==> config.mk <==
export PLATFORM = sky130hd
export DESIGN_NAME = ps2_keyboard_top
export DESIGN_NICKNAME = d
export VERILOG_FILES = /design/src/design/kbd_pkg.sv /design/src/design/key_event_if.sv /design/src/design/ps2_frame_rx.sv /design/src/design/key_event_ctrl.sv /design/src/design/scan_ascii_map.sv /design/src/design/key_event_out.sv /design/src/design/ps2_keyboard_top.sv
export SDC_FILE = /design/constraint.sdc
export NUM_CORES = 1
export LEC_CHECK = 0
export BUFFER_PORTS_ARGS = -buffer_cell sky130_fd_sc_hd__buf_2
export CAP_MARGIN = 10
export CELL_PAD_IN_SITES_DETAIL_PLACEMENT = 1
export CELL_PAD_IN_SITES_GLOBAL_PLACEMENT = 1
export CORE_ASPECT_RATIO = 0.75
export CORE_UTILIZATION = 35
export DETAILED_ROUTE_END_ITERATION = 10
export PLACE_DENSITY_LB_ADDON = 0.2
export SYNTH_ARGS = -nofsm -noshare
export SYNTH_HDL_FRONTEND = slang
export SYNTH_SLANG_ARGS = --single-unit
==> constraint.sdc <==
create_clock -name clk -period 6.9 [get_ports clk]
set_input_delay 1.035 -clock clk [delete_from_list [all_inputs] [get_ports clk]]
set_output_delay 1.035 -clock clk [all_outputs]
set_load 0.03 [all_outputs]
==> src/design/kbd_pkg.sv <==
package kbd_pkg;

	// Event field widths
	localparam int SCAN_W  = 8;
	localparam int ASCII_W = 8;

	// Prefix tracking in key_event_ctrl
	typedef enum logic [1:0] {
		ST_IDLE,       // No prefix pending
		ST_EXT,        // After E0
		ST_BREAK,      // After F0
		ST_EXT_BREAK   // After E0 F0
	} ctrl_state_e;

	// Set 2 codes the control FSM reacts to
	typedef enum logic [SCAN_W-1:0] {
		SC_EXTEND = 8'hE0,
		SC_BREAK  = 8'hF0,
		SC_LSHIFT = 8'h12,
		SC_RSHIFT = 8'h59,
		SC_CTRL   = 8'h14,  // Right ctrl is E0 14
		SC_ALT    = 8'h11,  // Right alt is E0 11
		SC_CAPS   = 8'h58,
		SC_NUM    = 8'h77,
		SC_SCROLL = 8'h7E
	} scan_op_e;

	// Four-phase host handshake
	typedef enum logic [1:0] {
		OUT_IDLE,      // Ready to capture
		OUT_REQ,       // key_req high, waiting for ack
		OUT_RELEASE    // Waiting for ack to drop
	} out_state_e;

endpackage

==> src/design/key_event_if.sv <==
`timescale 1ns/1ps

interface key_event_if;
	import kbd_pkg::*;

	logic               valid;     // One-cycle strobe
	logic [SCAN_W-1:0]  scan;
	logic               extended;  // Came after E0
	logic               released;  // Came after F0
	logic               shift;     // Shift keys XOR caps lock
	logic               ctrl;
	logic               num_lock;
	logic [ASCII_W-1:0] ascii;     // Zero until the mapper fills it

	// No ready signal, the consumer always takes the event
	modport src (output valid, scan, extended, released, shift, ctrl, num_lock, ascii);
	modport dst (input valid, scan, extended, released, shift, ctrl, num_lock, ascii);

endinterface

==> src/design/ps2_frame_rx.sv <==
`timescale 1ns/1ps

module ps2_frame_rx #(
	parameter int TIMEOUT_BITS = 16
) (
	input  logic                       clk,
	input  logic                       reset,
	input  logic                       ps2_clk,
	input  logic                       ps2_data,
	output logic                       byte_valid,
	output logic [kbd_pkg::SCAN_W-1:0] byte_data,
	output logic                       frame_error
);
	import kbd_pkg::*;

	logic [1:0]              clk_sync;   // [1] is the settled copy
	logic [1:0]              data_sync;
	logic                    clk_prev;
	logic                    fall;       // Falling PS/2 clock edge
	logic [3:0]              bit_cnt;    // Bits received so far
	logic [10:0]             shift_reg;
	logic [10:0]             frame;      // Shift register with the current bit in
	logic [TIMEOUT_BITS-1:0] idle_cnt;
	logic                    frame_ok;

	// Two-flop synchronizers, lines idle high
	always_ff @(posedge clk) begin
		if (reset) begin
			clk_sync  <= 2'b11;
			data_sync <= 2'b11;
			clk_prev  <= 1'b1;
		end else begin
			clk_sync  <= {clk_sync[0], ps2_clk};
			data_sync <= {data_sync[0], ps2_data};
			clk_prev  <= clk_sync[1];
		end
	end

	assign fall = clk_prev & ~clk_sync[1];

	// LSB first, so the start bit ends up in [0]
	assign frame    = {data_sync[1], shift_reg[10:1]};
	assign frame_ok = !frame[0] && frame[10] && (^frame[9:1]);  // Start, stop, odd parity

	always_ff @(posedge clk) begin
		if (fall)
			shift_reg <= frame;
	end

	always_ff @(posedge clk) begin
		if (fall && bit_cnt == 4'd10)
			byte_data <= frame[SCAN_W:1];
	end

	always_ff @(posedge clk) begin
		if (reset) begin
			bit_cnt     <= '0;
			idle_cnt    <= '0;
			byte_valid  <= 1'b0;
			frame_error <= 1'b0;
		end else begin
			byte_valid <= 1'b0;
			if (fall) begin
				idle_cnt <= '0;  // Restart the gap timer on every bit
				if (bit_cnt == 4'd10) begin
					bit_cnt <= '0;
					if (frame_ok)
						byte_valid <= 1'b1;
					else
						frame_error <= 1'b1;  // Sticky
				end else begin
					bit_cnt <= bit_cnt + 4'd1;
				end
			end else if (bit_cnt != '0) begin
				// Stalled mid-frame, drop the partial frame
				if (&idle_cnt) begin
					bit_cnt  <= '0;
					idle_cnt <= '0;
				end else begin
					idle_cnt <= idle_cnt + 1'b1;
				end
			end
		end
	end

	// A frame is 11 PS/2 clocks, so bytes never come back to back
	a_byte_pulse: assert property (@(posedge clk) disable iff (reset)
		byte_valid |=> !byte_valid);

endmodule

==> src/design/key_event_ctrl.sv <==
`timescale 1ns/1ps

module key_event_ctrl (
	input  logic                       clk,
	input  logic                       reset,
	input  logic                       byte_valid,
	input  logic [kbd_pkg::SCAN_W-1:0] byte_data,
	key_event_if.src                   ev
);
	import kbd_pkg::*;

	ctrl_state_e state;
	logic        is_prefix;
	logic        in_ext;     // E0 seen for this key
	logic        in_break;   // F0 seen for this key
	logic        make;
	logic        lshift;
	logic        rshift;
	logic        lctrl;
	logic        rctrl;
	logic        lalt;
	logic        ralt;
	logic        caps_lock;
	logic        num_lock;
	logic        scroll_lock;

	assign is_prefix = (byte_data == SC_EXTEND) || (byte_data == SC_BREAK);
	assign in_ext    = (state == ST_EXT) || (state == ST_EXT_BREAK);
	assign in_break  = (state == ST_BREAK) || (state == ST_EXT_BREAK);
	assign make      = !in_break;
	assign ev.ascii  = '0;  // Mapper fills this in

	// Prefix FSM
	always_ff @(posedge clk) begin
		if (reset)
			state <= ST_IDLE;
		else if (byte_valid) begin
			if (byte_data == SC_EXTEND)
				state <= ST_EXT;
			else if (byte_data == SC_BREAK)
				state <= in_ext ? ST_EXT_BREAK : ST_BREAK;
			else
				state <= ST_IDLE;  // Key byte ends the sequence
		end
	end

	// Modifier and lock tracking
	always_ff @(posedge clk) begin
		if (reset) begin
			lshift      <= 1'b0;
			rshift      <= 1'b0;
			lctrl       <= 1'b0;
			rctrl       <= 1'b0;
			lalt        <= 1'b0;
			ralt        <= 1'b0;
			caps_lock   <= 1'b0;
			num_lock    <= 1'b0;
			scroll_lock <= 1'b0;
		end else if (byte_valid && !is_prefix) begin
			case (byte_data)
				SC_LSHIFT: if (!in_ext) lshift <= make;  // Skip fake E0 12
				SC_RSHIFT: if (!in_ext) rshift <= make;
				SC_CTRL: begin
					if (in_ext)
						rctrl <= make;
					else
						lctrl <= make;
				end
				SC_ALT: begin
					if (in_ext)
						ralt <= make;
					else
						lalt <= make;
				end
				// Locks toggle on make only
				SC_CAPS:   if (make && !in_ext) caps_lock <= !caps_lock;
				SC_NUM:    if (make && !in_ext) num_lock <= !num_lock;
				SC_SCROLL: if (make && !in_ext) scroll_lock <= !scroll_lock;
				default: ;
			endcase
		end
	end

	always_ff @(posedge clk) begin
		if (reset)
			ev.valid <= 1'b0;
		else
			ev.valid <= byte_valid && !is_prefix;
	end

	// Summary taken before this byte updates the flags
	always_ff @(posedge clk) begin
		if (byte_valid && !is_prefix) begin
			ev.scan     <= byte_data;
			ev.extended <= in_ext;
			ev.released <= in_break;
			ev.shift    <= (lshift | rshift) ^ caps_lock;
			ev.ctrl     <= lctrl | rctrl;
			ev.num_lock <= num_lock;
		end
	end

	a_no_prefix_event: assert property (@(posedge clk) disable iff (reset)
		ev.valid |-> $past(byte_valid) && $past(byte_data) != SC_EXTEND
			&& $past(byte_data) != SC_BREAK);

endmodule

==> src/design/scan_ascii_map.sv <==
`timescale 1ns/1ps

module scan_ascii_map (
	input  logic     clk,
	input  logic     reset,
	key_event_if.dst in_ev,
	key_event_if.src out_ev
);
	import kbd_pkg::*;

	logic [2*ASCII_W-1:0] pair;       // {shifted, plain}
	logic [ASCII_W-1:0]   pad;        // Keypad char under num lock
	logic [ASCII_W-1:0]   code;
	logic                 is_letter;

	// Set 2 lookup
	always_comb begin
		pair = '0;
		pad  = '0;
		case (in_ev.scan)
			8'h16: pair = {8'h21, 8'h31};  // 1 !
			8'h1E: pair = {8'h40, 8'h32};
			8'h26: pair = {8'h23, 8'h33};
			8'h25: pair = {8'h24, 8'h34};
			8'h2E: pair = {8'h25, 8'h35};
			8'h36: pair = {8'h5E, 8'h36};
			8'h3D: pair = {8'h26, 8'h37};
			8'h3E: pair = {8'h2A, 8'h38};
			8'h46: pair = {8'h28, 8'h39};
			8'h45: pair = {8'h29, 8'h30};  // 0 )
			// Letters
			8'h1C: pair = {8'h41, 8'h61};  // a
			8'h32: pair = {8'h42, 8'h62};
			8'h21: pair = {8'h43, 8'h63};
			8'h23: pair = {8'h44, 8'h64};
			8'h24: pair = {8'h45, 8'h65};
			8'h2B: pair = {8'h46, 8'h66};
			8'h34: pair = {8'h47, 8'h67};
			8'h33: pair = {8'h48, 8'h68};
			8'h43: pair = {8'h49, 8'h69};
			8'h3B: pair = {8'h4A, 8'h6A};
			8'h42: pair = {8'h4B, 8'h6B};
			8'h4B: pair = {8'h4C, 8'h6C};
			8'h3A: pair = {8'h4D, 8'h6D};
			8'h31: pair = {8'h4E, 8'h6E};
			8'h44: pair = {8'h4F, 8'h6F};
			8'h4D: pair = {8'h50, 8'h70};
			8'h15: pair = {8'h51, 8'h71};
			8'h2D: pair = {8'h52, 8'h72};
			8'h1B: pair = {8'h53, 8'h73};
			8'h2C: pair = {8'h54, 8'h74};
			8'h3C: pair = {8'h55, 8'h75};
			8'h2A: pair = {8'h56, 8'h76};
			8'h1D: pair = {8'h57, 8'h77};
			8'h22: pair = {8'h58, 8'h78};
			8'h35: pair = {8'h59, 8'h79};
			8'h1A: pair = {8'h5A, 8'h7A};  // z
			// Punctuation
			8'h0E: pair = {8'h7E, 8'h60};  // Backtick, tilde
			8'h4E: pair = {8'h5F, 8'h2D};
			8'h55: pair = {8'h2B, 8'h3D};
			8'h54: pair = {8'h7B, 8'h5B};
			8'h5B: pair = {8'h7D, 8'h5D};
			8'h5D: pair = {8'h7C, 8'h5C};  // Backslash, bar
			8'h4C: pair = {8'h3A, 8'h3B};
			8'h52: pair = {8'h22, 8'h27};
			8'h41: pair = {8'h3C, 8'h2C};
			8'h49: pair = {8'h3E, 8'h2E};
			8'h4A: pair = {8'h3F, 8'h2F};
			// Whitespace and control keys, shift has no effect
			8'h29: pair = {8'h20, 8'h20};  // Space
			8'h66: pair = {8'h08, 8'h08};  // Backspace
			8'h5A: pair = {8'h0D, 8'h0D};  // Enter
			8'h76: pair = {8'h1B, 8'h1B};  // Escape
			8'h0D: pair = {8'h09, 8'h09};  // Tab
			// Keypad operators work without num lock
			8'h7C: pair = {8'h2A, 8'h2A};
			8'h7B: pair = {8'h2D, 8'h2D};
			8'h79: pair = {8'h2B, 8'h2B};
			// Keypad digits and point
			8'h70: pad = 8'h30;
			8'h69: pad = 8'h31;
			8'h72: pad = 8'h32;
			8'h7A: pad = 8'h33;
			8'h6B: pad = 8'h34;
			8'h73: pad = 8'h35;
			8'h74: pad = 8'h36;
			8'h6C: pad = 8'h37;
			8'h75: pad = 8'h38;
			8'h7D: pad = 8'h39;
			8'h71: pad = 8'h2E;
			default: ;
		endcase
	end

	// Only letters have a plain code in 61..7A
	assign is_letter = (pair[ASCII_W-1:0] >= 8'h61) && (pair[ASCII_W-1:0] <= 8'h7A);

	always_comb begin
		if (in_ev.released || in_ev.extended)
			code = '0;
		else if (is_letter && in_ev.ctrl)
			code = pair[ASCII_W-1:0] - 8'h60;  // Ctrl-A is 01, ignores shift
		else if (pad != '0)
			code = in_ev.num_lock ? pad : '0;
		else
			code = in_ev.shift ? pair[2*ASCII_W-1:ASCII_W] : pair[ASCII_W-1:0];
	end

	always_ff @(posedge clk) begin
		if (reset)
			out_ev.valid <= 1'b0;
		else
			out_ev.valid <= in_ev.valid;
	end

	always_ff @(posedge clk) begin
		if (in_ev.valid) begin
			out_ev.scan     <= in_ev.scan;
			out_ev.extended <= in_ev.extended;
			out_ev.released <= in_ev.released;
			out_ev.shift    <= in_ev.shift;
			out_ev.ctrl     <= in_ev.ctrl;
			out_ev.num_lock <= in_ev.num_lock;
			out_ev.ascii    <= code;
		end
	end

endmodule

==> src/design/key_event_out.sv <==
`timescale 1ns/1ps

module key_event_out (
	input  logic                        clk,
	input  logic                        reset,
	input  logic                        key_ack,
	key_event_if.dst                    ev,
	output logic                        key_req,
	output logic [kbd_pkg::SCAN_W-1:0]  key_scan,
	output logic [kbd_pkg::ASCII_W-1:0] key_ascii,
	output logic                        key_extended,
	output logic                        key_released,
	output logic                        overrun
);
	import kbd_pkg::*;

	out_state_e state;

	assign key_req = (state == OUT_REQ);

	always_ff @(posedge clk) begin
		if (reset) begin
			state   <= OUT_IDLE;
			overrun <= 1'b0;
		end else begin
			case (state)
				OUT_IDLE:    if (ev.valid) state <= OUT_REQ;
				OUT_REQ:     if (key_ack) state <= OUT_RELEASE;   // Drop req next cycle
				OUT_RELEASE: if (!key_ack) state <= OUT_IDLE;     // Host finished
				default:     state <= OUT_IDLE;
			endcase
			// Busy, the new event is lost
			if (ev.valid && state != OUT_IDLE)
				overrun <= 1'b1;
		end
	end

	// Held event, only loaded when idle
	always_ff @(posedge clk) begin
		if (ev.valid && state == OUT_IDLE) begin
			key_scan     <= ev.scan;
			key_ascii    <= ev.ascii;
			key_extended <= ev.extended;
			key_released <= ev.released;
		end
	end

	a_data_stable: assert property (@(posedge clk) disable iff (reset)
		key_req && $past(key_req) |->
			$stable({key_scan, key_ascii, key_extended, key_released}));

endmodule

==> src/design/ps2_keyboard_top.sv <==
`timescale 1ns/1ps

module ps2_keyboard_top #(
	parameter int TIMEOUT_BITS = 16  // About 1.3 ms at 50 MHz
) (
	input  logic                        clk,
	input  logic                        reset,
	input  logic                        ps2_clk,
	input  logic                        ps2_data,
	input  logic                        key_ack,
	output logic                        key_req,
	output logic [kbd_pkg::SCAN_W-1:0]  key_scan,
	output logic [kbd_pkg::ASCII_W-1:0] key_ascii,
	output logic                        key_extended,
	output logic                        key_released,
	output logic                        frame_error,
	output logic                        overrun
);
	import kbd_pkg::*;

	logic              byte_valid;
	logic [SCAN_W-1:0] byte_data;

	key_event_if ev_raw ();  // Control to mapper
	key_event_if ev_map ();  // Mapper to host stage

	ps2_frame_rx #(
		.TIMEOUT_BITS (TIMEOUT_BITS)
	) ps2_frame_rx_i (
		.clk         (clk),
		.reset       (reset),
		.ps2_clk     (ps2_clk),
		.ps2_data    (ps2_data),
		.byte_valid  (byte_valid),
		.byte_data   (byte_data),
		.frame_error (frame_error)
	);

	key_event_ctrl key_event_ctrl_i (
		.clk        (clk),
		.reset      (reset),
		.byte_valid (byte_valid),
		.byte_data  (byte_data),
		.ev         (ev_raw.src)
	);

	scan_ascii_map scan_ascii_map_i (
		.clk    (clk),
		.reset  (reset),
		.in_ev  (ev_raw.dst),
		.out_ev (ev_map.src)
	);

	key_event_out key_event_out_i (
		.clk          (clk),
		.reset        (reset),
		.key_ack      (key_ack),
		.ev           (ev_map.dst),
		.key_req      (key_req),
		.key_scan     (key_scan),
		.key_ascii    (key_ascii),
		.key_extended (key_extended),
		.key_released (key_released),
		.overrun      (overrun)
	);

endmodule

; Word level (Yosys, flattened, before mapping)
; Cells that the tools add are included.
[classes]
reduce_logical = 38
muxes = 19
add_sub_neg = 3
bitwise = 9
order_cmp = 2
n_eq_ne = 82
[op_table]
columns = op, count
row1 = case mux 15 bit (55 select lines), 1
row2 = equality test 8 x 7 -> 1 bit (second input constant), 37
row3 = equality test 8 x 6 -> 1 bit (second input constant), 23
row4 = equality test 8 x 5 -> 1 bit (second input constant), 9
row5 = case mux 6 bit (11 select lines), 1
row6 = two-way mux 8 bit, 3
row7 = AND reduction 3 bit, 8
row8 = adder 16 x 1 -> 16 bit (second input constant), 1
row9 = equality test 8 x 4 -> 1 bit (second input constant), 2
row10 = equality test 8 bit (second input constant), 2
row11 = two-way mux 16 bit, 1
row12 = two-way mux 4 bit, 4
row13 = AND reduction 16 bit, 1
row14 = two-way mux 2 bit, 5
row15 = logical AND 1 bit, 9
row16 = XOR reduction 9 bit, 1
row17 = >= comparator 8 x 7 -> 1 bit (second input constant), 1
row18 = <= comparator 8 x 7 -> 1 bit (second input constant), 1
row19 = nonzero test 8 bit, 1
row20 = subtractor 8 x 7 -> 8 bit (second input constant), 1
row21 = equality test 2 bit (second input constant), 3
row22 = zero test 1 bit, 6
row23 = two-way mux 6 bit, 1
row24 = != test 2 bit (second input constant), 3
row25 = other kinds (16), 28
[totals]
regBits = 108
elab_cells = 187
inputBits = 5

; Depth between registers and ports, before layout
; Gate-level depths: netlist of the first run.
[depth]
ltp_word = 6
depth_mapped = 12
ltp_nobuf = 9

; By module
; A second synthesis of the first run with hierarchy kept.
[hier_totals]
cells_unflattened = 593
hier_area_um2 = 6153.4
[by_module_without_submodules]
columns = mod, area_per_inst_um2, seq_area_each_um2, cells_per_inst, instances
row1 = scan_ascii_map, 2620.0, 650.6, 320, 1
row2 = ps2_frame_rx, 1880.6, 1081.0, 163, 1
row3 = key_event_ctrl, 983.4, 570.5, 79, 1
row4 = key_event_out, 669.4, 600.6, 31, 1

; Worst setup path after synthesis of the first run
; No wires, ideal clock.
[synth_path]
path_kind = register to register
start = register key_event_ctrl_i.ev.scan[4]
end = register scan_ascii_map_i.out_ev.ascii[6], data pin
t_arrival_ps = 2239
stages_incl_launch_ff = 9
slack_ps = 4403
required_ps = 6642
path_buffers = 1
path_cell_list = edfxtp_1 buf_6 nor3b_1 a222oi_1 nand3_1 nor4b_2 nand2_1 ha_1 o221a_1
[synth_via]
elab_chain_cells = 6
word_cells_on_any_way = 77
cone_classes = add/sub (1) / order compare (2) / eq/ne (66) / mux (5) / reduce/logical (3)
[synth_rtl]
columns = element, line_no
row1 = from (decl), key_event_if.sv:16  ; modport src (output valid, scan, extended, released, shift, ctrl, num_lock, ascii);
row2 = from (signal assigned), key_event_ctrl.sv:94  ; ev.scan <= byte_data;
row3 = "equality test 8 x 7 -> 1 bit, or another cell as far along", scan_ascii_map.sv:20  ; case (in_ev.scan)
row4 = case mux 15 bit (55 select lines), scan_ascii_map.sv:20
row5 = >= comparator 8 x 7 -> 1 bit or <= comparator 8 x 7 -> 1 bit (tied branches), scan_ascii_map.sv:97  ; assign is_letter = (pair[ASCII_W-1:0] >= 8'h61) && (pair[ASCII_W-1:0] <= 8'h7A);
row6 = logical AND 1 bit, scan_ascii_map.sv:97
row7 = logical AND 1 bit, scan_ascii_map.sv:102  ; else if (is_letter && in_ev.ctrl)
row8 = two-way mux 8 bit (*), scan_ascii_map.sv:102
row9 = to (signal assigned), scan_ascii_map.sv:125  ; out_ev.ascii <= code;
row10 = to (decl), key_event_if.sv:16
; Every way passes the cells marked *; elsewhere a longest branch is shown, timed or not.
; A chain may end at the register's enable or synchronous reset.

; Worst setup path after layout of the first run
[layout_path]
start = register key_event_ctrl_i.ev.scan[2]
end = register scan_ascii_map_i.out_ev.ascii[4], data pin
; Same word-level chain as after synthesis.

==> results of run 1 <==
[final cells by class]
| type | instances | area share (%) |
|---|---|---|
| clock buffer | 9 | 3.68 |
| inverter | 16 | 0.980 |
| tap | 205 | 4.19 |
| timing repair buffer | 37 | 3.51 |
| clock inverter | 7 | 1.14 |
| sequential | 107 | 45.9 |
| multi-input combinational | 384 | 40.6 |
[how the worst min path moves through the flow]
stage,slack [ns],start,to
3_3_place_gp,0.39,ps2_frame_rx_i.data_sync[0]$_SDFF_PP1_,ps2_frame_rx_i.data_sync[1]$_SDFF_PP1_
4_1_cts,0.42,ps2_frame_rx_i.data_sync[0]$_SDFF_PP1_,ps2_frame_rx_i.data_sync[1]$_SDFF_PP1_
5_1_grt,0.42,scan_ascii_map_i.out_ev.scan[2]$_DFFE_PP_,key_event_out_i.key_scan[2]$_DFFE_PP_
3_5_place_dp,0.40,ps2_frame_rx_i.data_sync[0]$_SDFF_PP1_,ps2_frame_rx_i.data_sync[1]$_SDFF_PP1_
6_report,0.41,ps2_frame_rx_i.data_sync[0]$_SDFF_PP1_,ps2_frame_rx_i.data_sync[1]$_SDFF_PP1_
2_1_floorplan,0.39,ps2_frame_rx_i.clk_sync[0]$_SDFF_PP1_,ps2_frame_rx_i.clk_sync[1]$_SDFF_PP1_
[power groups by stage]
stage,Clock (W),Combinational [W],Sequential [W]
6_report,0.000512,0.0000174,0.000678
5_1_grt,0.000552,0.0000199,0.000679
4_1_cts,0.000527,0.0000181,0.000678
3_5_place_dp,0,0.0000179,0.000693
3_3_place_gp,0,0.0000173,0.000693
2_1_floorplan,0,0.0000131,0.000692
[cells in the mapped netlist, drive strengths merged (10+ instances only)]
cell and n:
nor2 46, nor3 14, buf 26, nor2b 13
xnor2 17, edfxtp 67, inv 16, a21oi 24
nand2 42, dfxtp 40, nor4b 10, nand4 10
xor2 13, nor3b 11, nand3 27, o21ai 31
[logic make-up (layout without fill, tap and decap cells)]
| group | Yosys count | after routing | share of synthesized area [%] |
|---|---|---|---|
| mux | 4 | 4 | 0.736 |
| xor+xnor | 30 | 30 | 4.68 |
| compound gates | 110 | 110 | 12.8 |
| simple gates | 235 | 235 | 24.9 |
| flops | 107 | 107 | 50.1 |
| fa+ha+maj | 5 | 5 | 1.12 |
| buf+inv | 51 | 69 | 5.62 |
[through the flow]
step / hold slack (ns) / total power (W) / instance area [sq um] / utilization (%)
6_report: 0.411 / 0.00121 / 6130 / 39.7
3_3_place_gp: 0.393 / 0.000710 / 5820 / 37.8
4_1_cts: 0.415 / 0.00122 / 6120 / 39.7
3_5_place_dp: 0.395 / 0.000711 / 5820 / 37.8
2_1_floorplan: 0.389 / 0.000705 / 5610 / -
5_1_grt: 0.418 / 0.00125 / 6130 / 39.7
[worst max-delay path, cell delays in order, from the launching register on]
cell	delay, ns
edfxtp_1	0.33
buf_4	0.34
nor4bb_1	1.05
a222oi_1	0.33
nand3_1	0.27
nor4b_2	0.08
nand2_1	0.16
a31o_1	0.17
o31a_1	0.25
o22ai_1	0.13
[layer usage]
layer / global-route usage (%) / vias to the layer above
li1: - / 2035
met1: 25.8 / 2166
met2: 28.4 / 128
met3: 4.22 / 20
met4: 5.57 / 0
met5: 0 / -
==> run_results.csv, run 1 <==
group,metric,value,unit
run_status,outcome,"complete, no violations",
synth,ys_types,67,
detailed_routing,drc,0,
timing,slew_violations,0,
finish,num_antenna_cells,0,
synth,yosys-top-cells-area,"edfxtp_1, dfxtp_1, nor2_1, nand2_1, xnor2_1",
critical_path,rrSetupSlack,3.50,ns
synth,netlist_area,5610,sq um
critical_path,end_kind,"flop",
detailed_routing,wl_met2,6550,microns
detailed_routing,dr_wl_met3,789,microns
finish,area_growth,9.21,%
min_path,hold_path_class,"reg2reg",
power,pwr-share-clk,42.4,%
clock_tree,cts_hold_buf,0,
synth,synth_nets,552,
placement,numPlacedInstances,748,
placement,hpwl,10300,microns
synth,ys_ff_latch,107,
placement,port-buffer-count,25,
critical_path,timing.rr.start,"key_event_ctrl_i.ev.scan[2]$_DFFE_PP_",
floorplan,coreArea,15400,sq um
finish,drive_gt1_share,14.3,%
power,leakage,2.09,nW
clock_tree,clockRootBuffer,"clkbuf_16",
timing,finalHoldViolCount,0,
job,cap_violations,0,
global_routing,antenna_found_initial,0,
clock_tree,postCtsSetupRepairBufs,0,
power,internal-power,0.000938,W
critical_path,r2r-end,"scan_ascii_map_i.out_ev.ascii[4]$_SDFFCE_PP0P_",
placement,dp_slack,3.63,ns
synth,synthCells,542,
critical_path,start_kind,"flop",
timing,setup_violations,0,
placement,gp_congestion,0.920,
critical_path,cp-startpoint,"key_event_ctrl_i.ev.scan[2]$_DFFE_PP_",
timing,max_freq,0.294,GHz
finish,final_cell_mix,"edfxtp_1, nor2_1, nand2_1",
clock_tree,cts_buffer_depth,2,
floorplan,die_height,112,microns
detailed_routing,antenna_left,0,
critical_path,reg2reg_depth,9,
finish,nFillCells,1773,
power,combPwrFrac,1.4,%
synth,ys_async_sr_fraction,0,%
synth,synth_edf_count,67,
timing,worst_clock_skew,0.00971,ns
detailed_routing,viasPerCell,5.68,
synth,synth_ff_type,"edfxtp_1",
clock_tree,clkTransAtPathRegs,0.08,ns
synth,avgSynthCellArea,10.4,sq um
power,switchingPower,0.000269,W
power,p_per_area,197,nW/um^2
timing,worst_slack,3.50,ns
critical_path,worstPathArrival,3.48,ns
global_routing,grt_pass1_vias,4352,
detailed_routing,wl,14700,microns
timing,fin_tns_setup,0,ns
floorplan,initial_core_util,36.4,%
critical_path,required,6.99,ns
detailed_routing,firstDrtPassIters,5,
synth,synth_top_area_share,35.9,%
timing,finalCritPeriodShare,49.2,%
finish,largest_reg_flops,16,
timing,period_needed,3.40,ns
clock_tree,post_cts_resized,0,
finish,final_cells,765,
detailed_routing,drtIter0Drc,372,
floorplan,die_width,148,microns
detailed_routing,wl_per_cell,19.2,microns
floorplan,core.rowCount,39,
global_routing,grt_pass1_wl,23800,microns
min_path,min_delay_path_depth,1,
global_routing,grt_overflow_total,0,
floorplan,fp.dieArea,16500,sq um
synth,synth_warnings,0,
critical_path,path_max_fanout,32,
power,ir_worst_vdd,0.000109,V
finish,layout.nets,565,
power,power_frac_seq,56.2,%
synth,yosysSeqAreaShare,50.1,%
synth,yosys.area.top_type,"edfxtp_1",
clock_tree,numCtsBuffers,9,
detailed_routing,routed.top_layer,"met4",
critical_path,path_class,"reg2reg",
clock_tree,ctsHtreeMaxLevel,3,
clock_tree,insertion_delay,0.36,ns
finish,final_common_cell,"edfxtp_1",
timing,worst_slew_pin_slew,1.19,ns
detailed_routing,vias,4349,
timing,grt_setup_unrepaired,"no",
timing,slew_headroom,19.8,%
clock_tree,clock_sinks,107,
global_routing,grt_util_all_layers,18.5,%
finish,multi_input_area,2490,sq um
finish,seqCellArea,2810,sq um
detailed_routing,met1_length,7090,microns
power,netSwitchingFraction,22.3,%
global_routing,grt_max_degree,41,
critical_path,endpoint,"scan_ascii_map_i.out_ev.ascii[4]$_SDFFCE_PP0P_",
floorplan,io_pins,26,
clock_tree,cts_tree,"yes",
No activity file was read; power rests on OpenSTA's default activity.
==> run 2: changes to the inputs <==
clock period = 3.08 ns   (was 6.9 ns; I/O delays follow)
==> run_results.csv, run 2 (synthesis gave the netlist of run 1 again) <==
group,metric,value,unit
run_status,outcome,"complete, no violations",
clock_tree,clockRootBuffer,"clkbuf_16",
timing,period_needed,2.98,ns
placement,gp_congestion,0.938,
finish,layout.nets,616,
clock_tree,clkTransAtPathRegs,0.09,ns
detailed_routing,drc,0,
finish,drive_gt1_share,22.4,%
timing,worst_slack,0.0987,ns
detailed_routing,vias,4512,
min_path,min_delay_path_depth,2,
clock_tree,insertion_delay,0.36,ns
floorplan,io_pins,26,
critical_path,reg2reg_depth,9,
min_path,worstHoldEndpoint,"ps2_frame_rx_i.data_sync[0]$_SDFF_PP1_",
detailed_routing,drtIter0Drc,304,
timing,worst_slew_pin_slew,0.791,ns
clock_tree,cts_tree,"yes",
job,cap_violations,0,
critical_path,rrSetupSlack,0.1,ns
detailed_routing,firstDrtPassIters,4,
floorplan,coreArea,15400,sq um
clock_tree,cts_hold_buf,0,
critical_path,path_class,"reg2reg",
timing,slew_violations,0,
floorplan,die_height,112,microns
timing,setup_violations,0,
global_routing,grt_pass1_vias,4444,
power,pwr-share-clk,43.6,%
clock_tree,cts_buffer_depth,2,
placement,port-buffer-count,25,
finish,nFillCells,1766,
timing,max_freq,0.335,GHz
floorplan,die_width,148,microns
detailed_routing,wl_per_cell,19.7,microns
finish,final_cells,816,
critical_path,start_kind,"flop",
finish,final_common_cell,"edfxtp_1",
timing,finalHoldViolCount,0,
global_routing,antenna_found_initial,0,
critical_path,worstPathArrival,3.17,ns
clock_tree,clock_sinks,107,
min_path,worstHoldStart,"ps2_data",
timing,slew_headroom,47.2,%
critical_path,required,3.27,ns
power,internal-power,0.00213,W
finish,largest_reg_flops,16,
power,p_per_area,414,nW/um^2
floorplan,fp.dieArea,16500,sq um
floorplan,core.rowCount,39,
global_routing,grt_overflow_total,0,
clock_tree,numCtsBuffers,9,
finish,final_util,43.3,%
timing,worst_clock_skew,0.0167,ns
finish,final_cell_mix,"edfxtp_1, buf_4, nor2_1",
placement,numPlacedInstances,786,
finish,num_antenna_cells,0,
detailed_routing,antenna_left,0,
global_routing,grt_util_all_layers,19.6,%
finish,area_growth,19.0,%
power,combPwrFrac,1.4,%
global_routing,grt_max_degree,39,
detailed_routing,viasPerCell,5.53,
min_path,hold_path_class,"in2reg",
critical_path,path_max_fanout,11,
detailed_routing,wl,16000,microns
power,power_frac_seq,55.0,%
power,netSwitchingFraction,23.1,%
critical_path,timing.rr.start,"key_event_ctrl_i.ev.scan[0]$_DFFE_PP_",
critical_path,r2r-end,"scan_ascii_map_i.out_ev.ascii[4]$_SDFFCE_PP0P_",
power,switchingPower,0.000639,W
global_routing,grt_pass1_wl,25100,microns
timing,finalCritPeriodShare,96.8,%
clock_tree,ctsHtreeMaxLevel,3,
placement,dp_slack,-0.0519,ns
floorplan,initial_core_util,36.4,%
power,leakage,2.40,nW
placement,hpwl,11600,microns
power,ir_worst_vdd,0.000319,V
critical_path,end_kind,"flop",
run 2: changes by cell type in the layout (fill, tap and decap cells not counted), sizes merged:
cell    delta
buf       +49
inv        +1
clkbuf     +2
clkinv     -1
run 2: layout make-up:
| class | count | area (sq um) | area share, % |
|---|---|---|---|
| Timing Repair Buffer | 88 | 703 | 10.5 |
| Clock buffer | 9 | 225 | 3.37 |
| Tap cell | 205 | 256 | 3.84 |
| Multi-Input combinational cell | 384 | 2520 | 37.8 |
| Sequential cell | 107 | 2810 | 42.1 |
| Inverter | 16 | 60.1 | 0.900 |
| Clock inverter | 7 | 93.8 | 1.41 |
run 2: worst max-delay path: stages, from the launching register on:
cell      delay, ns
edfxtp_1       0.46
buf_6          0.21
and4b_1        0.32
a22oi_2        0.23
nand2_1        0.14
or3_1          0.41
and4b_1        0.29
nand4_1        0.14
o31a_1         0.41
o22ai_2        0.20
run 2: through the flow:
step                      power [W]  TNS, ns  instance area (sq um)  hold WS, ns
after global routing        0.00285  -0.0900                   6670        0.277
final                       0.00276        0                   6670        0.282
after CTS                   0.00280        0                   6500        0.271
after detailed placement    0.00159  -0.0519                   6170        0.406
after floorplan             0.00158        0                   5610        0.389
after global placement      0.00159   -0.579                   6170        0.401
run 2: worst max-delay path by stage:
stage | startpoint | end | slack (ns) | cells after the start
2_1_floorplan | key_event_ctrl_i.ev.scan[4]$_DFFE_PP_ | scan_ascii_map_i.out_ev.ascii[6]$_SDFFCE_PP0P_ | 0.58 | 8
3_3_place_gp | key_event_ctrl_i.ev.scan[1]$_DFFE_PP_ | scan_ascii_map_i.out_ev.ascii[4]$_SDFFCE_PP0P_ | -0.12 | 10
3_5_place_dp | key_event_ctrl_i.ev.scan[1]$_DFFE_PP_ | scan_ascii_map_i.out_ev.ascii[4]$_SDFFCE_PP0P_ | -0.05 | 10
4_1_cts | key_event_ctrl_i.ev.scan[5]$_DFFE_PP_ | scan_ascii_map_i.out_ev.ascii[4]$_SDFFCE_PP0P_ | 0.09 | 9
5_1_grt | key_event_ctrl_i.ev.scan[0]$_DFFE_PP_ | scan_ascii_map_i.out_ev.ascii[4]$_SDFFCE_PP0P_ | -0.03 | 9
6_report | key_event_ctrl_i.ev.scan[0]$_DFFE_PP_ | scan_ascii_map_i.out_ev.ascii[4]$_SDFFCE_PP0P_ | 0.1 | 9
run 2: what timing repair did:
item,CTS,global route
endpoints found under the setup margin,7,7
cloned,0,2
buffers inserted,1,10
pin swaps,1,5
gates resized for setup,0,8
run 2: power groups by stage:
stage | clock, W | sequential (W) | combinational (W)
2_1_floorplan | 0 | 0.00155 | 0.0000295
4_1_cts | 0.00124 | 0.00152 | 0.0000408
5_1_grt | 0.00129 | 0.00152 | 0.0000453
6_report | 0.00121 | 0.00152 | 0.0000398
3_5_place_dp | 0 | 0.00155 | 0.0000406
3_3_place_gp | 0 | 0.00155 | 0.0000388
run 2: routing by layer:
metal / track usage (%) / share of wire [%] / up-vias
li1: - / - / 2137
met1: 28.4 / 48 / 2219
met2: 30.0 / 45 / 144
met3: 3.98 / 5.8 / 12
met4: 4.19 / 0.72 / 0
met5: 0 / 0 / -
